File: src/design/sound_cfg_pkg.sv
// Rates hold only for a 24 MHz clk and change with CEN_NUM and CEN_DEN if the clock differs
package sound_cfg_pkg;

    // Fractional enable ratio
    // 3.579545 MHz out of 24 MHz, both terms divided by 5
    localparam int CEN_NUM = 715909;
    localparam int CEN_DEN = 4800000;

    // Accumulator must hold CEN_DEN + CEN_NUM without wrapping
    // 5.5e6 fits easily in 24 bits
    localparam int CEN_ACC_W = 24;

    // Accumulator word for the enable divider
    typedef logic [CEN_ACC_W-1:0] cen_acc_t;

    // FM enables per output sample
    // 64 x 6.7 clk gives 429 or 430 clk per sample
    localparam int FM_TICKS_PER_SAMPLE = 64;

    // Counter width for the sample divider
    // Power of two keeps the wrap free
    localparam int TICK_W = $clog2(FM_TICKS_PER_SAMPLE);

    // Counts FM enables within one sample
    typedef logic [TICK_W-1:0] tick_cnt_t;

    // Output level per volume step
    // Full volume is 7 x 2048 = 14336
    localparam int AMP_STEP = 2048;

    // Square wave voices in the mixer
    // Two full scale voices sum to 28672, below the 16-bit limit
    localparam int VOICES = 2;

endpackage

File: src/design/sound_data_pkg.sv
// Script layout is fixed at three bytes per entry and the pointer table must sit in the low 512 bytes
package sound_data_pkg;

    // Field widths
    localparam int ROM_AW = 16;
    localparam int VOL_W  = 3;
    localparam int PAN_W  = 2;

    // Sound ROM byte address and data
    typedef logic [ROM_AW-1:0] rom_addr_t;
    typedef logic [7:0]        rom_byte_t;

    // Command byte from the main CPU
    typedef logic [7:0] cmd_t;

    // Signed output level
    typedef logic signed [15:0] sample_t;

    // Note timing, both counted in samples
    typedef logic [7:0] period_t;
    typedef logic [7:0] dur_t;

    // Voice volume and pan
    typedef logic [VOL_W-1:0] vol_t;
    typedef logic [PAN_W-1:0] pan_t;

    // Pan bits
    localparam int PAN_LEFT_BIT  = 1;
    localparam int PAN_RIGHT_BIT = 0;

    // Pointer table, two bytes per command, high byte first
    localparam rom_addr_t PTR_BASE = 16'h0000;

    // Entry is control, period, duration
    localparam int ENTRY_BYTES = 3;

    // Control byte fields
    localparam int CTRL_END_BIT   = 7;
    localparam int CTRL_VOL_LSB   = 4;
    localparam int CTRL_PAN_LSB   = 1;
    localparam int CTRL_VOICE_BIT = 0;

    // Script reader FSM
    typedef enum logic [2:0] {
        idle,
        ptr_hi,
        ptr_lo,
        ent_ctrl,
        ent_period,
        ent_dur,
        hold
    } reader_state_t;

endpackage

File: src/design/sound_cen.sv
// cen_fm jitters between 6 and 7 clk cycles and is only right for a 24 MHz clk
`timescale 1ns/1ps

module sound_cen (
    input  logic clk,
    input  logic reset,
    output logic cen_fm,
    output logic sample_tick
);

// Phase accumulator
sound_cfg_pkg::cen_acc_t  acc;
sound_cfg_pkg::cen_acc_t  acc_sum;
// FM enables seen in the current sample
sound_cfg_pkg::tick_cnt_t tick_cnt;
logic                     acc_wrap;

// Next phase before wrap
assign acc_sum  = acc + sound_cfg_pkg::cen_acc_t'(sound_cfg_pkg::CEN_NUM);
// Crossing the denominator gives one enable
assign acc_wrap = acc_sum >= sound_cfg_pkg::cen_acc_t'(sound_cfg_pkg::CEN_DEN);

always_ff @(posedge clk) begin
    if (reset) begin
        acc         <= '0;
        tick_cnt    <= '0;
        cen_fm      <= 1'b0;
        sample_tick <= 1'b0;
    end else begin
        // Strobes are one cycle wide
        cen_fm      <= 1'b0;
        sample_tick <= 1'b0;
        if (acc_wrap) begin
            // Keep the remainder so the mean rate is exact
            acc      <= acc_sum - sound_cfg_pkg::cen_acc_t'(sound_cfg_pkg::CEN_DEN);
            cen_fm   <= 1'b1;
            tick_cnt <= tick_cnt + 1'b1;
            // Last enable of the sample also fires the sample strobe
            if (tick_cnt == sound_cfg_pkg::tick_cnt_t'(sound_cfg_pkg::FM_TICKS_PER_SAMPLE - 1))
            begin
                sample_tick <= 1'b1;
            end
        end else begin
            acc <= acc_sum;
        end
    end
end

endmodule

File: src/design/sound_script_reader.sv
// snd_latch is only looked at on cen_fm and a command must change to be seen again
`timescale 1ns/1ps

module sound_script_reader (
    input  logic                      clk,
    input  logic                      reset,
    input  logic                      cen_fm,
    input  logic                      sample_tick,
    // Main CPU command
    input  sound_data_pkg::cmd_t      snd_latch,
    // Sound ROM
    input  sound_data_pkg::rom_byte_t rom_data,
    input  logic                      rom_ok,
    output sound_data_pkg::rom_addr_t rom_addr,
    output logic                      rom_cs,
    // Note to the voices
    output logic                      note_load,
    output logic                      note_voice,
    output sound_data_pkg::vol_t      note_vol,
    output sound_data_pkg::pan_t      note_pan,
    output sound_data_pkg::period_t   note_period,
    output logic                      silence
);

sound_data_pkg::reader_state_t state;

// Command tracking
sound_data_pkg::cmd_t      latch_prev;
sound_data_pkg::cmd_t      cmd_q;
// Fetched bytes
sound_data_pkg::rom_byte_t ptr_hi_q;
sound_data_pkg::rom_byte_t ctrl_q;
sound_data_pkg::period_t   period_q;
// Base of the current entry
sound_data_pkg::rom_addr_t ent_addr;
sound_data_pkg::rom_addr_t ptr_addr;
sound_data_pkg::rom_addr_t next_addr;
// Samples left in the note
sound_data_pkg::dur_t      dur_cnt;

logic new_cmd;
logic fetching;
// ROM gets one full cycle with a stable address
logic addr_settled;

// Change seen on an FM enable means a new command
assign new_cmd  = cen_fm && (snd_latch != latch_prev);

// Every state except idle and hold reads a byte
assign fetching = (state != sound_data_pkg::idle) && (state != sound_data_pkg::hold);

// Pointer pair for the current command
assign ptr_addr = sound_data_pkg::PTR_BASE + sound_data_pkg::rom_addr_t'({cmd_q, 1'b0});

// Address of the byte this state reads
always_comb begin
    case (state)
        sound_data_pkg::ptr_hi:     next_addr = ptr_addr;
        sound_data_pkg::ptr_lo:     next_addr = ptr_addr + 1'b1;
        sound_data_pkg::ent_period: next_addr = ent_addr + 1'b1;
        sound_data_pkg::ent_dur:    next_addr = ent_addr + 2'd2;
        default:                    next_addr = ent_addr;
    endcase
end

always_ff @(posedge clk) begin
    if (reset) begin
        state        <= sound_data_pkg::idle;
        latch_prev   <= '0;
        cmd_q        <= '0;
        rom_addr     <= '0;
        rom_cs       <= 1'b0;
        addr_settled <= 1'b0;
        dur_cnt      <= '0;
        note_load    <= 1'b0;
        silence      <= 1'b0;
    end else begin
        // Pulses
        note_load <= 1'b0;
        silence   <= 1'b0;
        if (cen_fm) begin
            latch_prev <= snd_latch;
        end
        if (new_cmd) begin
            // Abort whatever is in flight
            rom_cs <= 1'b0;
            cmd_q  <= snd_latch;
            if (snd_latch == '0) begin
                // Stop command
                silence <= 1'b1;
                state   <= sound_data_pkg::idle;
            end else begin
                state <= sound_data_pkg::ptr_hi;
            end
        end else if (fetching) begin
            if (!rom_cs) begin
                // Start a read
                rom_addr     <= next_addr;
                rom_cs       <= 1'b1;
                addr_settled <= 1'b0;
            end else if (!addr_settled) begin
                addr_settled <= 1'b1;
            end else if (rom_ok) begin
                // Byte arrived, drop cs for a cycle
                rom_cs <= 1'b0;
                case (state)
                    sound_data_pkg::ptr_hi: begin
                        ptr_hi_q <= rom_data;
                        state    <= sound_data_pkg::ptr_lo;
                    end
                    sound_data_pkg::ptr_lo: begin
                        ent_addr <= {ptr_hi_q, rom_data};
                        state    <= sound_data_pkg::ent_ctrl;
                    end
                    sound_data_pkg::ent_ctrl: begin
                        if (rom_data[sound_data_pkg::CTRL_END_BIT]) begin
                            // End of script, nothing loaded
                            silence <= 1'b1;
                            state   <= sound_data_pkg::idle;
                        end else begin
                            ctrl_q <= rom_data;
                            state  <= sound_data_pkg::ent_period;
                        end
                    end
                    sound_data_pkg::ent_period: begin
                        period_q <= rom_data;
                        state    <= sound_data_pkg::ent_dur;
                    end
                    sound_data_pkg::ent_dur: begin
                        // Entry complete
                        note_load   <= 1'b1;
                        note_voice  <= ctrl_q[sound_data_pkg::CTRL_VOICE_BIT];
                        note_vol    <= ctrl_q[sound_data_pkg::CTRL_VOL_LSB +: sound_data_pkg::VOL_W];
                        note_pan    <= ctrl_q[sound_data_pkg::CTRL_PAN_LSB +: sound_data_pkg::PAN_W];
                        note_period <= period_q;
                        dur_cnt     <= rom_data;
                        ent_addr    <= ent_addr
                                       + sound_data_pkg::rom_addr_t'(sound_data_pkg::ENTRY_BYTES);
                        state       <= sound_data_pkg::hold;
                    end
                    default: begin
                        state <= sound_data_pkg::idle;
                    end
                endcase
            end
        end else if (state == sound_data_pkg::hold) begin
            // Note plays for dur_cnt samples
            if (dur_cnt == '0) begin
                state <= sound_data_pkg::ent_ctrl;
            end else if (sample_tick) begin
                dur_cnt <= dur_cnt - 1'b1;
            end
        end
    end
end

endmodule

File: src/design/sound_voice_mixer.sv
// Levels change only on sample_tick and a loaded note is heard from the sample after the load
`timescale 1ns/1ps

module sound_voice_mixer (
    input  logic                    clk,
    input  logic                    reset,
    input  logic                    sample_tick,
    // Note from the reader
    input  logic                    note_load,
    input  logic                    note_voice,
    input  sound_data_pkg::vol_t    note_vol,
    input  sound_data_pkg::pan_t    note_pan,
    input  sound_data_pkg::period_t note_period,
    input  logic                    silence,
    // Sound output
    output sound_data_pkg::sample_t left,
    output sound_data_pkg::sample_t right,
    output logic                    sample
);

// Note waiting for the next sample
logic                    pend_valid;
logic                    pend_voice;
sound_data_pkg::vol_t    pend_vol;
sound_data_pkg::pan_t    pend_pan;
sound_data_pkg::period_t pend_period;

// Per voice state
sound_data_pkg::period_t per_r   [sound_cfg_pkg::VOICES];
sound_data_pkg::vol_t    vol_r   [sound_cfg_pkg::VOICES];
sound_data_pkg::pan_t    pan_r   [sound_cfg_pkg::VOICES];
sound_data_pkg::period_t phase_r [sound_cfg_pkg::VOICES];
logic                    pol_r   [sound_cfg_pkg::VOICES];

// Signed level of each voice
sound_data_pkg::sample_t level   [sound_cfg_pkg::VOICES];
sound_data_pkg::sample_t left_sum;
sound_data_pkg::sample_t right_sum;

// Pending flag
always_ff @(posedge clk) begin
    if (reset) begin
        pend_valid <= 1'b0;
    end else if (silence) begin
        // Stop also drops a note not yet played
        pend_valid <= 1'b0;
    end else if (note_load) begin
        pend_valid <= 1'b1;
    end else if (sample_tick) begin
        pend_valid <= 1'b0;
    end
end

// Staged note fields
always_ff @(posedge clk) begin
    if (note_load) begin
        pend_voice  <= note_voice;
        pend_vol    <= note_vol;
        pend_pan    <= note_pan;
        pend_period <= note_period;
    end
end

// Square wave generators
always_ff @(posedge clk) begin
    if (reset) begin
        for (int v = 0; v < sound_cfg_pkg::VOICES; v++) begin
            per_r[v]   <= '0;
            vol_r[v]   <= '0;
            pan_r[v]   <= '0;
            phase_r[v] <= '0;
            pol_r[v]   <= 1'b0;
        end
    end else begin
        for (int v = 0; v < sound_cfg_pkg::VOICES; v++) begin
            if (sample_tick) begin
                if (pend_valid && (pend_voice == 1'(v))) begin
                    // New note restarts positive
                    per_r[v]   <= pend_period;
                    vol_r[v]   <= pend_vol;
                    pan_r[v]   <= pend_pan;
                    phase_r[v] <= '0;
                    pol_r[v]   <= 1'b0;
                end else if (phase_r[v] == per_r[v]) begin
                    // Half period is period plus one samples
                    phase_r[v] <= '0;
                    pol_r[v]   <= ~pol_r[v];
                end else begin
                    phase_r[v] <= phase_r[v] + 1'b1;
                end
            end
            // Silence wins over a load on the same cycle
            if (silence) begin
                vol_r[v] <= '0;
            end
        end
    end
end

// Level and pan sums
always_comb begin
    left_sum  = '0;
    right_sum = '0;
    for (int v = 0; v < sound_cfg_pkg::VOICES; v++) begin
        level[v] = sound_data_pkg::sample_t'(vol_r[v])
                   * sound_data_pkg::sample_t'(sound_cfg_pkg::AMP_STEP);
        if (pol_r[v]) begin
            level[v] = -level[v];
        end
        if (pan_r[v][sound_data_pkg::PAN_LEFT_BIT]) begin
            left_sum = left_sum + level[v];
        end
        if (pan_r[v][sound_data_pkg::PAN_RIGHT_BIT]) begin
            right_sum = right_sum + level[v];
        end
    end
end

// Registered outputs
always_ff @(posedge clk) begin
    if (reset) begin
        left   <= '0;
        right  <= '0;
        sample <= 1'b0;
    end else begin
        // Marks the new output value
        sample <= sample_tick;
        if (sample_tick) begin
            left  <= left_sum;
            right <= right_sum;
        end
    end
end

endmodule

File: src/design/sound_top.sv
// ROM must hold rom_data valid while rom_ok is high and rom_addr stays still while rom_cs is high
`timescale 1ns/1ps

module sound_top (
    input  logic                      clk,
    input  logic                      reset,
    // Main CPU command
    input  sound_data_pkg::cmd_t      snd_latch,
    // Sound ROM
    output sound_data_pkg::rom_addr_t rom_addr,
    output logic                      rom_cs,
    input  sound_data_pkg::rom_byte_t rom_data,
    input  logic                      rom_ok,
    // Sound output
    output sound_data_pkg::sample_t   left,
    output sound_data_pkg::sample_t   right,
    output logic                      sample
);

// Enables
logic                    cen_fm;
logic                    sample_tick;
// Reader to voices
logic                    note_load;
logic                    note_voice;
sound_data_pkg::vol_t    note_vol;
sound_data_pkg::pan_t    note_pan;
sound_data_pkg::period_t note_period;
logic                    silence;

sound_cen u_cen (
    .clk         ( clk         ),
    .reset       ( reset       ),
    .cen_fm      ( cen_fm      ),
    .sample_tick ( sample_tick )
);

sound_script_reader u_reader (
    .clk         ( clk         ),
    .reset       ( reset       ),
    .cen_fm      ( cen_fm      ),
    .sample_tick ( sample_tick ),
    .snd_latch   ( snd_latch   ),
    .rom_data    ( rom_data    ),
    .rom_ok      ( rom_ok      ),
    .rom_addr    ( rom_addr    ),
    .rom_cs      ( rom_cs      ),
    .note_load   ( note_load   ),
    .note_voice  ( note_voice  ),
    .note_vol    ( note_vol    ),
    .note_pan    ( note_pan    ),
    .note_period ( note_period ),
    .silence     ( silence     )
);

sound_voice_mixer u_mixer (
    .clk         ( clk         ),
    .reset       ( reset       ),
    .sample_tick ( sample_tick ),
    .note_load   ( note_load   ),
    .note_voice  ( note_voice  ),
    .note_vol    ( note_vol    ),
    .note_pan    ( note_pan    ),
    .note_period ( note_period ),
    .silence     ( silence     ),
    .left        ( left        ),
    .right       ( right       ),
    .sample      ( sample      )
);

endmodule

File: config.mk
export PLATFORM = sky130hd
export DESIGN_NAME = sound_top
export DESIGN_NICKNAME = d
export VERILOG_FILES = /design/src/design/sound_cfg_pkg.sv /design/src/design/sound_data_pkg.sv /design/src/design/sound_cen.sv /design/src/design/sound_script_reader.sv /design/src/design/sound_voice_mixer.sv /design/src/design/sound_top.sv
export SDC_FILE = /design/constraint.sdc
export NUM_CORES = 1
export LEC_CHECK = 0
export ABC_AREA = 0
export BUFFER_PORTS_ARGS = -buffer_cell sky130_fd_sc_hd__buf_2
export CELL_PAD_IN_SITES_DETAIL_PLACEMENT = 2
export CELL_PAD_IN_SITES_GLOBAL_PLACEMENT = 2
export CORE_UTILIZATION = 35
export CTS_CLUSTER_SIZE = 25
export DETAILED_ROUTE_END_ITERATION = 10
export HOLD_SLACK_MARGIN = 0.08
export PLACE_DENSITY_LB_ADDON = 0.25
export SETUP_SLACK_MARGIN = 0.05
export SLEW_MARGIN = 10
export SYNTH_ARGS = -nofsm -noshare
export SYNTH_HDL_FRONTEND = slang
export SYNTH_SLANG_ARGS = --single-unit
export TNS_END_PERCENT = 5
File: constraint.sdc
create_clock -name clk -period 4.65 [get_ports clk]
set_input_delay 0.6975 -clock clk [delete_from_list [all_inputs] [get_ports clk]]
set_output_delay 0.6975 -clock clk [all_outputs]
set_load 0.01 [all_outputs]
==> qor.yml, run 1 <==
status:
  status: "complete, no violations"
sta:
  post-route-period-util_pct: 71.0
  grt_setup_unrepaired: "no"
  worst_pin_slew_ns: 1.00
  tns_ns: 0
  timing.slew.headroom_pct: 32.7
  fin_hold_ws_ns: 0.419
  finalSetupViolCount: 0
  fin_crit_ns: 3.30
  fmax_mhz: 303
  clock_skew_ns: 0.0178
  hold_violations: 0
  report.final.slew_viol_count: 0
die:
  initial_core_util_pct: 35.6
  io_pins: 69
  core_area_sq_mm: 0.0287
  dieArea_sq_mm: 0.0299
  die_h_um: 173
  num_rows: 62
  die_w_um: 173
cts:
  cts_resized: 0
  cts_setup_buffers: 0
  clkLatencyLatePin_ns: 0.52
  hold_buffers: 0
  clock-sinks: 201
  htreeDepth: 1
  root_buffer: "clkbuf_16"
  clockBufferDepth: 3
  numCtsBuffers: 24
  cts_tree: "done"
  path_clk_slew_ns: 0.06
layout:
  final_area_sq_mm: 0.0115
  fin_nets: 1103
  area_delta_synth_final_pct: 12.2
  fin_cells: 1460
  antenna_cells: 0
  final_cell_mix: "140 x nor2_1, 107 x edfxtp_1, 94 x dfxtp_1, 78 x nand2_1, 66 x xnor2_1"
  layout-drive-gt1-share_pct: 11.2
  layout_commonest_cell: "nor2_1"
yosys:
  ys_seq_area_share_pct: 49.9
  syn_area_sq_mm: 0.0102
  ys_types: 73
  synth.area.top_cells: "edfxtp_1 31%, dfxtp_1 18%, xnor2_1 5.7%, nor2_1 5.1%, mux2i_1 3.0%"
  synth_top_cell_area_share_pct: 31.5
  syn-instance-count: 1032
  yosys_most_used_dff: "edfxtp_1"
  synth_area_per_cell_sq_um: 9.89
  yosysTopAreaCell: "edfxtp_1"
  yosys_warnings: 0
  synth-edff-count: 107
  async_reset_ff_share_pct: 0
  synth_seq_cells: 201
setup_path:
  critical_path.max_fanout: 19
  r2r_end: "u_cen.acc[18]$_SDFF_PP0_"
  endpoint: "u_cen.acc[18]$_SDFF_PP0_"
  arrival_ns: 3.70
  start_kind: "register"
  r2r.worst_path.cells: 11
  path_class: "reg2reg"
  reg2reg_slack_ns: 1.35
  end_kind: "register"
  r2r_start: "u_cen.acc[0]$_SDFF_PP0_"
  setup.worst_path.start: "u_cen.acc[0]$_SDFF_PP0_"
  critical_path_required_ns: 5.05
power_and_ir_drop:
  power.density_mw_per_mm2: 393
  totalPowerFinal_w: 0.00451
  power_leakage_nw: 4.28
  p_seq_share_pct: 44.9
  p_int_w: 0.00328
  irDropWorstVdd_mv: 0.292
  power_frac_comb_pct: 13.9
  p_clk_share_pct: 41.2
  switching_power_w: 0.00123
  swShare_pct: 27.3
global_route:
  antenna_found_initial: 0
  grt_pass1_wl_um: 44900
  grt_overflow: 0
  grt_max_degree: 60
  grt_use_total_pct: 18.5
  grt_pass1_vias: 8229
detailed_routing:
  antenna_left: 0
  vias: 7637
  routed_wl_um: 27400
  drt-wirelength-per-cell_um: 18.8
  drc: 0
  dr.first_iter.drc_count: 250
  vias_per_cell: 5.23
  drt_pre_antenna_iters: 4
place:
  portBuffers: 46
  dp_cells: 1416
  gp_congestion: 0.836
  hpwlAfterDp_um: 19200
  placed_area_sq_mm: 0.0107
run:
  max_cap_violations: 0
worst_hold_path:
  hold_class: "reg2reg"
[sequential cells by signal, summed over array words and instances, names as in the netlist, 6 cells and up]
signal and cells:
u_reader.period_q 8, u_reader.cmd_q 8, u_reader.ptr_hi_q 8, u_mixer.vol_r 6, u_reader.rom_addr 16, u_mixer.phase_r 16
u_cen.acc 24, u_reader.ent_addr 16, u_cen.tick_cnt 6, u_mixer.pend_period 8, u_reader.dur_cnt 8, u_reader.ctrl_q 6
u_mixer.per_r 16, u_reader.note_period 8, u_reader.latch_prev 8
[cell type report]
type,instances,area (sq um)
inverters,23,86.3
multi-input cells,751,4710
flip-flops and latches,201,5090
clock buffers,32,662
clock inverters,12,105
fillers,3130,17300
well taps,384,480
repair buffers,57,315
[routing by layer]
metal / wire [um] / vias up / GRT usage (%)
li1: - / 3667 / -
met1: 12200 / 3826 / 22.9
met2: 13800 / 101 / 33.6
met3: 658 / 43 / 2.42
met4: 735 / 0 / 5.20
met5: 0 / - / 0
[worst max-delay path, cell delays in order (launching register included)]
cell      delay (ns)
dfxtp_1         0.36
ha_1            0.26
o211ai_1        0.25
o211ai_2        0.13
a21oi_1         0.21
xor2_1          0.17
o21ai_0         0.33
a31oi_4         0.17
o21ai_4         0.52
a21oi_1         0.17
o221ai_1        0.25
mux2_1          0.35
[stage by stage]
stage	util [%]	setup WS, ns
finish	39.9	1.35
global route	39.9	0.991
CTS	39.9	1.18
detailed placement	37.2	1.21
global placement	37.2	1.35
floorplan	-	1.69
[synthesized netlist by cell type (5+ instances only)]
| library cell | n |
|---|---|
| nor3_1 | 16 |
| mux2i_1 | 31 |
| a31oi_1 | 6 |
| or2_2 | 7 |
| nand2_1 | 79 |
| nand2b_1 | 11 |
| a211oi_1 | 23 |
| xor2_1 | 31 |
| a22oi_1 | 5 |
| and2_1 | 6 |
| o211ai_1 | 9 |
| nand4_1 | 17 |
| nor2_1 | 140 |
| or3_1 | 5 |
| nor2b_1 | 10 |
| ha_1 | 24 |
| a21o_1 | 7 |
| nand3_1 | 33 |
| and3_1 | 23 |
| xnor2_1 | 66 |
| a21oi_1 | 48 |
| edfxtp_1 | 107 |
| dfxtp_1 | 94 |
| clkbuf_1 | 46 |
| nor4_1 | 7 |
| inv_1 | 22 |
| o21ai_0 | 58 |
| buf_4 | 26 |
[power by group through the flow]
stage | combinational [W] | clock, W | sequential [W]
detailed placement | 0.000629 | 0 | 0.00206
CTS | 0.000634 | 0.00192 | 0.00202
floorplan | 0.000533 | 0 | 0.00202
finish | 0.000626 | 0.00186 | 0.00202
global route | 0.000692 | 0.00198 | 0.00204
global placement | 0.000612 | 0 | 0.00206
[logic make-up (layout without fill, tap and decap cells)]
logic type	count (synthesis)	after routing	synth area share, %
AND/OR/NAND/NOR	369	369	17.1
adder cells (fa/ha/maj)	26	26	3.33
XOR/XNOR	97	97	8.32
buffers and inverters	101	124	4.83
other	1	22	0.0367
AO/OA/AOI/OAI	204	204	13.2
flip-flops	201	201	49.9
multiplexers	33	33	3.26
[worst min path at each step]
stage | start | to | slack, ns | cells past startpoint
detailed placement | u_reader.note_vol[1]$_DFFE_PP_ | u_mixer.pend_vol[1]$_DFFE_PP_ | 0.41 | 0
global route | u_reader.note_vol[1]$_DFFE_PP_ | u_mixer.pend_vol[1]$_DFFE_PP_ | 0.42 | 0
finish | u_reader.note_period[4]$_DFFE_PP_ | u_mixer.pend_period[4]$_DFFE_PP_ | 0.42 | 0
global placement | u_reader.ctrl_q[2]$_DFFE_PP_ | u_reader.note_pan[1]$_DFFE_PP_ | 0.40 | 0
floorplan | u_reader.note_pan[0]$_DFFE_PP_ | u_mixer.pend_pan[0]$_DFFE_PP_ | 0.40 | 0
CTS | u_reader.note_vol[1]$_DFFE_PP_ | u_mixer.pend_vol[1]$_DFFE_PP_ | 0.42 | 0
(Power assumes the default switching activity.)
==> inputs of run 2 (changes only) <==
clock period = 2.8 ns   (was 4.65 ns; I/O delays follow)
==> qor.yml, run 2 (synthesis results as in run 1) <==
detailed_routing:
  drc: 0  # unchanged
  dr.first_iter.drc_count: 261  # +4.4%
  vias_per_cell: 5.14  # -1.7%
  drt_pre_antenna_iters: 4  # unchanged
  drt-wirelength-per-cell_um: 19.1  # +1.6%
  antenna_left: 0  # unchanged
  vias: 7741  # +1.4%
  routed_wl_um: 28700  # +4.7%
power_and_ir_drop:
  totalPowerFinal_w: 0.00785  # +74%
  power.density_mw_per_mm2: 656  # +67%
  p_seq_share_pct: 42.9  # -2.0 points
  swShare_pct: 27.9  # +0.60 points
  power_frac_comb_pct: 17.8  # +3.9 points
  p_int_w: 0.00566  # +73%
  switching_power_w: 0.00219  # +78%
  power_leakage_nw: 4.54  # +6.1%
  irDropWorstVdd_mv: 0.397  # +36%
  p_clk_share_pct: 39.2  # -2.0 points
sta:
  report.final.slew_viol_count: 0  # unchanged
  worst_slack_ns: 0.114  # -1.23 ns
  fin_crit_ns: 2.69  # -0.618 ns
  grt_setup_unrepaired: "yes"
  hold_violations: 0  # unchanged
  timing.slew.headroom_pct: 50.3  # +18 points
  worst_pin_slew_ns: 0.739  # -0.263 ns
  post-route-period-util_pct: 95.9  # +25 points
  finalSetupViolCount: 0  # unchanged
  tns_ns: 0  # unchanged
  clock_skew_ns: 0.0218  # +0.00409 ns
  fmax_mhz: 372  # +23%
cts:
  htreeDepth: 1  # unchanged
  clockBufferDepth: 3  # unchanged
  numCtsBuffers: 24  # unchanged
  clkLatencyLatePin_ns: 0.53  # about the same
  path_clk_slew_ns: 0.06  # about the same
  clock-sinks: 201  # unchanged
  hold_buffers: 0  # unchanged
  cts_tree: "done"
  root_buffer: "clkbuf_16"
layout:
  area_delta_synth_final_pct: 17.3
  layout_commonest_cell: "nor2_1"
  fin_nets: 1148  # +4.1%
  antenna_cells: 0  # unchanged
  fin_cells: 1505  # +3.1%
  regMostFlops: "u_cen.acc"
  largest_reg_flops: 24  # unchanged
  fillers: 3109  # -0.67%
  final_cell_mix: "140 x nor2_1, 107 x edfxtp_1, 81 x dfxtp_1, 78 x nand2_1, 65 x xnor2_1"
  layout-drive-gt1-share_pct: 18.0  # +6.9 points
worst_hold_path:
  min_from: "rom_data[3]"
  hold_class: "in2reg"
place:
  portBuffers: 46  # unchanged
  gp_congestion: 0.805  # -3.7%
  dp_slack_ns: 0.00374  # -1.20 ns
  hpwlAfterDp_um: 20200  # +5.1%
  dp_cells: 1451  # +2.5%
status:
  status: "complete, no violations"
die:
  io_pins: 69  # unchanged
  core_area_sq_mm: 0.0287  # unchanged
  die_h_um: 173  # unchanged
  dieArea_sq_mm: 0.0299  # unchanged
  num_rows: 62  # unchanged
  die_w_um: 173  # unchanged
  initial_core_util_pct: 35.6  # unchanged
setup_path:
  end_kind: "register"
  critical_path_required_ns: 3.20  # -1.85 ns
  r2r_start: "u_cen.acc[10]$_SDFF_PP0_"
  reg2reg_slack_ns: 0.11  # -1.23 ns
  path_class: "reg2reg"
  setup.worst_path.start: "u_cen.acc[10]$_SDFF_PP0_"
  start_kind: "register"
  critical_path.max_fanout: 5  # -14
  arrival_ns: 3.09  # -0.61 ns
run:
  max_cap_violations: 0  # unchanged
global_route:
  antenna_found_initial: 0  # unchanged
  grt_use_total_pct: 18.9  # +0.38 points
  grt_max_degree: 40  # -33%
  grt_pass1_wl_um: 45400  # +1.2%
  grt_overflow: 0  # unchanged
  grt_pass1_vias: 8368  # +1.7%
## run 2: cell count changes in the layout (fill, tap and decap cells not counted), moves of 4 or more
cell / delta
dfxtp_2: +11
dfxtp_1: -13
clkinv_2: +5
buf_4: +43
clkbuf_1: -4
## run 2: cell type report
cell class | count | area [sq um] | area share (%)
Clock buffer | 28 | 636 | 5.31
Clock inverter | 16 | 143 | 1.19
Inverter | 23 | 86.3 | 0.721
Multi-Input combinational cell | 751 | 4830 | 40.4
Sequential cell | 201 | 5120 | 42.7
Tap cell | 384 | 480 | 4.01
Timing Repair Buffer | 102 | 678 | 5.67
## run 2: power groups by stage
stage                     combinational, W  sequential, W  clock [W]
after floorplan                   0.000885        0.00335          0
after global placement             0.00120        0.00341          0
after detailed placement           0.00123        0.00342          0
after CTS                          0.00126        0.00335    0.00318
after global routing               0.00152        0.00338    0.00330
final                              0.00140        0.00337    0.00308
## run 2: worst max-delay path: stages (launching register included)
cell      delay, ns
dfxtp_2        0.35
a211o_1        0.32
a21bo_2        0.25
and3_4         0.20
or3_1          0.33
nand3_2        0.11
a31oi_4        0.11
o21ai_4        0.21
a21oi_1        0.09
o221ai_1       0.24
mux2_1         0.34
## run 2: layer usage
layer | global-route usage [%] | routed length, um | share of wire (%) | vias to the layer above
li1 | - | - | - | 3754
met1 | 23.0 | 12600 | 44 | 3840
met2 | 34.9 | 14700 | 51 | 105
met3 | 2.33 | 748 | 2.6 | 42
met4 | 5.24 | 664 | 2.3 | 0
met5 | 0 | 0 | 0 | -
## run 2: path summary, 6_finish.rpt
path                                             to  cells past startpoint
setup / recovery           u_cen.acc[18]$_SDFF_PP0_                     10
hold / removal       u_reader.ptr_hi_q[3]$_DFFE_PP_                      1
setup reg to reg           u_cen.acc[18]$_SDFF_PP0_                     10
hold reg to reg   u_reader.note_period[6]$_DFFE_PP_                      0
## run 2: timing repair
item                       4_1_cts  5_1_grt
resized for setup                1       41
setup buffers                    1        9
pin swaps                        2       18
setup endpoints to repair        4       19
## run 2: metrics by stage
stage          cell area [sq um]  hold WS [ns]  util, %
6_report                   12000         0.205     41.7
5_1_grt                    12000         0.192     41.7
4_1_cts                    11800         0.192     41.0
3_5_place_dp               11000         0.406     38.2
3_3_place_gp               11000         0.403     38.2
2_1_floorplan              10300         0.400        -
==> inputs of run 3 (changes only) <==
REMOVE_ABC_BUFFERS = 1   (was default)
==> qor.yml, run 3 (synthesis results as in run 1) <==
cts:
  numCtsBuffers: 25  # +4.2%
  hold_buffers: 0  # unchanged
  clkLatencyLatePin_ns: 0.54  # about the same
  clockBufferDepth: 3  # unchanged
  htreeDepth: 1  # unchanged
  root_buffer: "clkbuf_16"
  cts_tree: "done"
  clock-sinks: 201  # unchanged
  path_clk_slew_ns: 0.06  # about the same
setup_path:
  arrival_ns: 3.21  # +0.12 ns
  max_stage_delay_ns: 0.36  # about the same
  start_kind: "register"
  r2r.worst_path.cells: 12  # +2
  critical-path-slowest-cell: "dfxtp_4"
  setup.worst_path.start: "u_cen.acc[0]$_SDFF_PP0_"
  reg2reg_slack_ns: 0.001  # -0.11 ns
  cp_cell_sequence: "ha_4 -> o211ai_1 -> o21ai_1 -> xnor2_2 -> and2_1 -> nand4_1 -> a31oi_4 -> o21ai_4 -> buf_12 -> a21boi_4 -> nand2_1 -> mux2_4"
  path_class: "reg2reg"
  critical_path.max_fanout: 8  # +3
  r2r_end: "u_cen.acc[13]$_SDFF_PP0_"
  end_kind: "register"
  critical_path_required_ns: 3.21  # about the same
  r2r_start: "u_cen.acc[0]$_SDFF_PP0_"
layout:
  fin_util_pct: 42.3  # +0.58 points
  seqCellArea_sq_mm: 0.00511  # about the same
  antenna_cells: 0  # unchanged
  fin_cells: 1515  # +0.66%
  final_cell_mix: "140 x nor2_1, 107 x edfxtp_1, 85 x dfxtp_1, 78 x nand2_1, 61 x buf_4"
  fin_nets: 1157  # +0.78%
  layout-drive-gt1-share_pct: 18.7  # +0.64 points
  fillers: 3115  # +0.19%
  layout_commonest_cell: "nor2_1"
  largest_reg_flops: 24  # unchanged
  area_delta_synth_final_pct: 18.9
  regMostFlops: "u_cen.acc"
  multiInputGateArea_sq_mm: 0.00492  # +1.9%
die:
  initial_core_util_pct: 35.6  # unchanged
  die_w_um: 173  # unchanged
  core_area_sq_mm: 0.0287  # unchanged
  io_pins: 69  # unchanged
  dieArea_sq_mm: 0.0299  # unchanged
  num_rows: 62  # unchanged
  die_h_um: 173  # unchanged
sta:
  report.final.slew_viol_count: 0  # unchanged
  clock_skew_ns: 0.0217  # -0.000171 ns
  grt_setup_unrepaired: "yes"
  timing.slew.headroom_pct: 50.2  # -0.12 points
  fin_crit_ns: 2.80  # +0.113 ns
  hold_violations: 0  # unchanged
  post-route-period-util_pct: 100  # +4.0 points
  worst_slack_ns: 0.000972  # -0.113 ns
  worst_pin_slew_ns: 0.747  # +0.00755 ns
  tns_ns: 0  # unchanged
  fmax_mhz: 357  # -4.0%
  finalSetupViolCount: 0  # unchanged
detailed_routing:
  routed_wl_um: 29600  # +3.2%
  drc: 0  # unchanged
  drt_pre_antenna_iters: 4  # unchanged
  antenna_left: 0  # unchanged
  vias_per_cell: 5.20  # +1.0%
  drt-wirelength-per-cell_um: 19.6  # +2.5%
  dr.first_iter.drc_count: 291  # +11%
  vias: 7874  # +1.7%
place:
  hpwlAfterDp_um: 20500  # +1.2%
  dp_cells: 1454  # +0.21%
  portBuffers: 46  # unchanged
  gp_congestion: 0.791  # -1.8%
  dp_slack_ns: -0.0770  # -0.0807 ns
worst_hold_path:
  min_from: "snd_latch[4]"
  hold_class: "in2reg"
  hold_depth: 3  # +2
  holdPathEnd: "u_reader.cmd_q[4]$_SDFFE_PP0P_"
power_and_ir_drop:
  irDropWorstVdd_mv: 0.388  # -2.2%
  power_leakage_nw: 4.61  # +1.6%
  power.density_mw_per_mm2: 659  # +0.45%
run:
  max_cap_violations: 0  # unchanged
global_route:
  grt_use_total_pct: 19.2  # +0.33 points
  met3_usage_pct: 2.18  # -0.15 points
  grtUsageMet2_pct: 35.7  # +0.76 points
  antenna_found_initial: 0  # unchanged
  grt_overflow: 0  # unchanged
  top_usage_layer: "met2"
  grt_pass1_vias: 8440  # +0.86%
  grt_util_met1_pct: 23.7  # +0.74 points
  grt_max_degree: 54  # +35%
  grt_pass1_wl_um: 46200  # +1.7%
status:
  status: "complete, no violations"
[run 3: cell count changes in the layout (fill, tap and decap cells not counted), sizes merged]
cell    before  now
clkinv      13   12
clkbuf      28   31
buf        102  109
inv         22   23
[run 3: timing repair]
item / 4_1_cts / 5_1_grt
cloned: 0 / 1
endpoints found under the setup margin: 13 / 23
setup buffers: 2 / 12
pin swaps: 7 / 24
gates resized for setup: 10 / 44
[run 3: how the worst max path moves through the flow]
stage          depth (start not counted)                              to  slack (ns)
3_3_place_gp                          12        u_cen.acc[13]$_SDFF_PP0_        0.10
5_1_grt                               12        u_cen.acc[13]$_SDFF_PP0_       -0.15
2_1_floorplan                          6  u_reader.ent_addr[0]$_DFFE_PP_       -0.43
6_report                              12        u_cen.acc[13]$_SDFF_PP0_       0.001
3_5_place_dp                          12        u_cen.acc[13]$_SDFF_PP0_       -0.08
4_1_cts                               12        u_cen.acc[13]$_SDFF_PP0_      -0.009
[run 3: per-stage QoR]
stage / hold WS [ns] / area [sq um] / power [W]
after CTS: 0.162 / 11800 / 0.00787
after floorplan: 0.400 / 9880 / 0.00417
final: 0.178 / 12100 / 0.00800
after detailed placement: 0.411 / 11000 / 0.00466
after global routing: 0.164 / 12100 / 0.00834
after global placement: 0.402 / 11000 / 0.00461
[run 3: area by class of cell]
type,instances,area share (%)
Tap cell,384,3.96
Clock inverter,16,1.11
Inverter,23,0.711
Sequential cell,201,42.1
Clock buffer,30,5.31
Multi-Input combinational cell,751,40.5
Timing Repair Buffer,110,6.26
[run 3: power by group]
group	internal (W)	switching (W)	leakage [nW]
logic	0.000692	0.000778	2.45
clock network	0.00182	0.00131	0.376
registers	0.00320	0.000188	1.78
[run 3: layer usage]
metal	up-vias	share of wire, %
li1	3777	-
met1	3966	44
met2	96	52
met3	35	2.3
met4	0	2.0
met5	-	0
[run 3: worst max-delay path: cells and delay by family, from the launching register on]
kind / cells / cell delay (ns)
buf+inv: 1 / 0.18
fa+ha+maj: 1 / 0.17
xor+xnor: 1 / 0.19
mux: 1 / 0.30
simple gates: 3 / 0.48
flops: 1 / 0.36
compound gates: 5 / 0.98
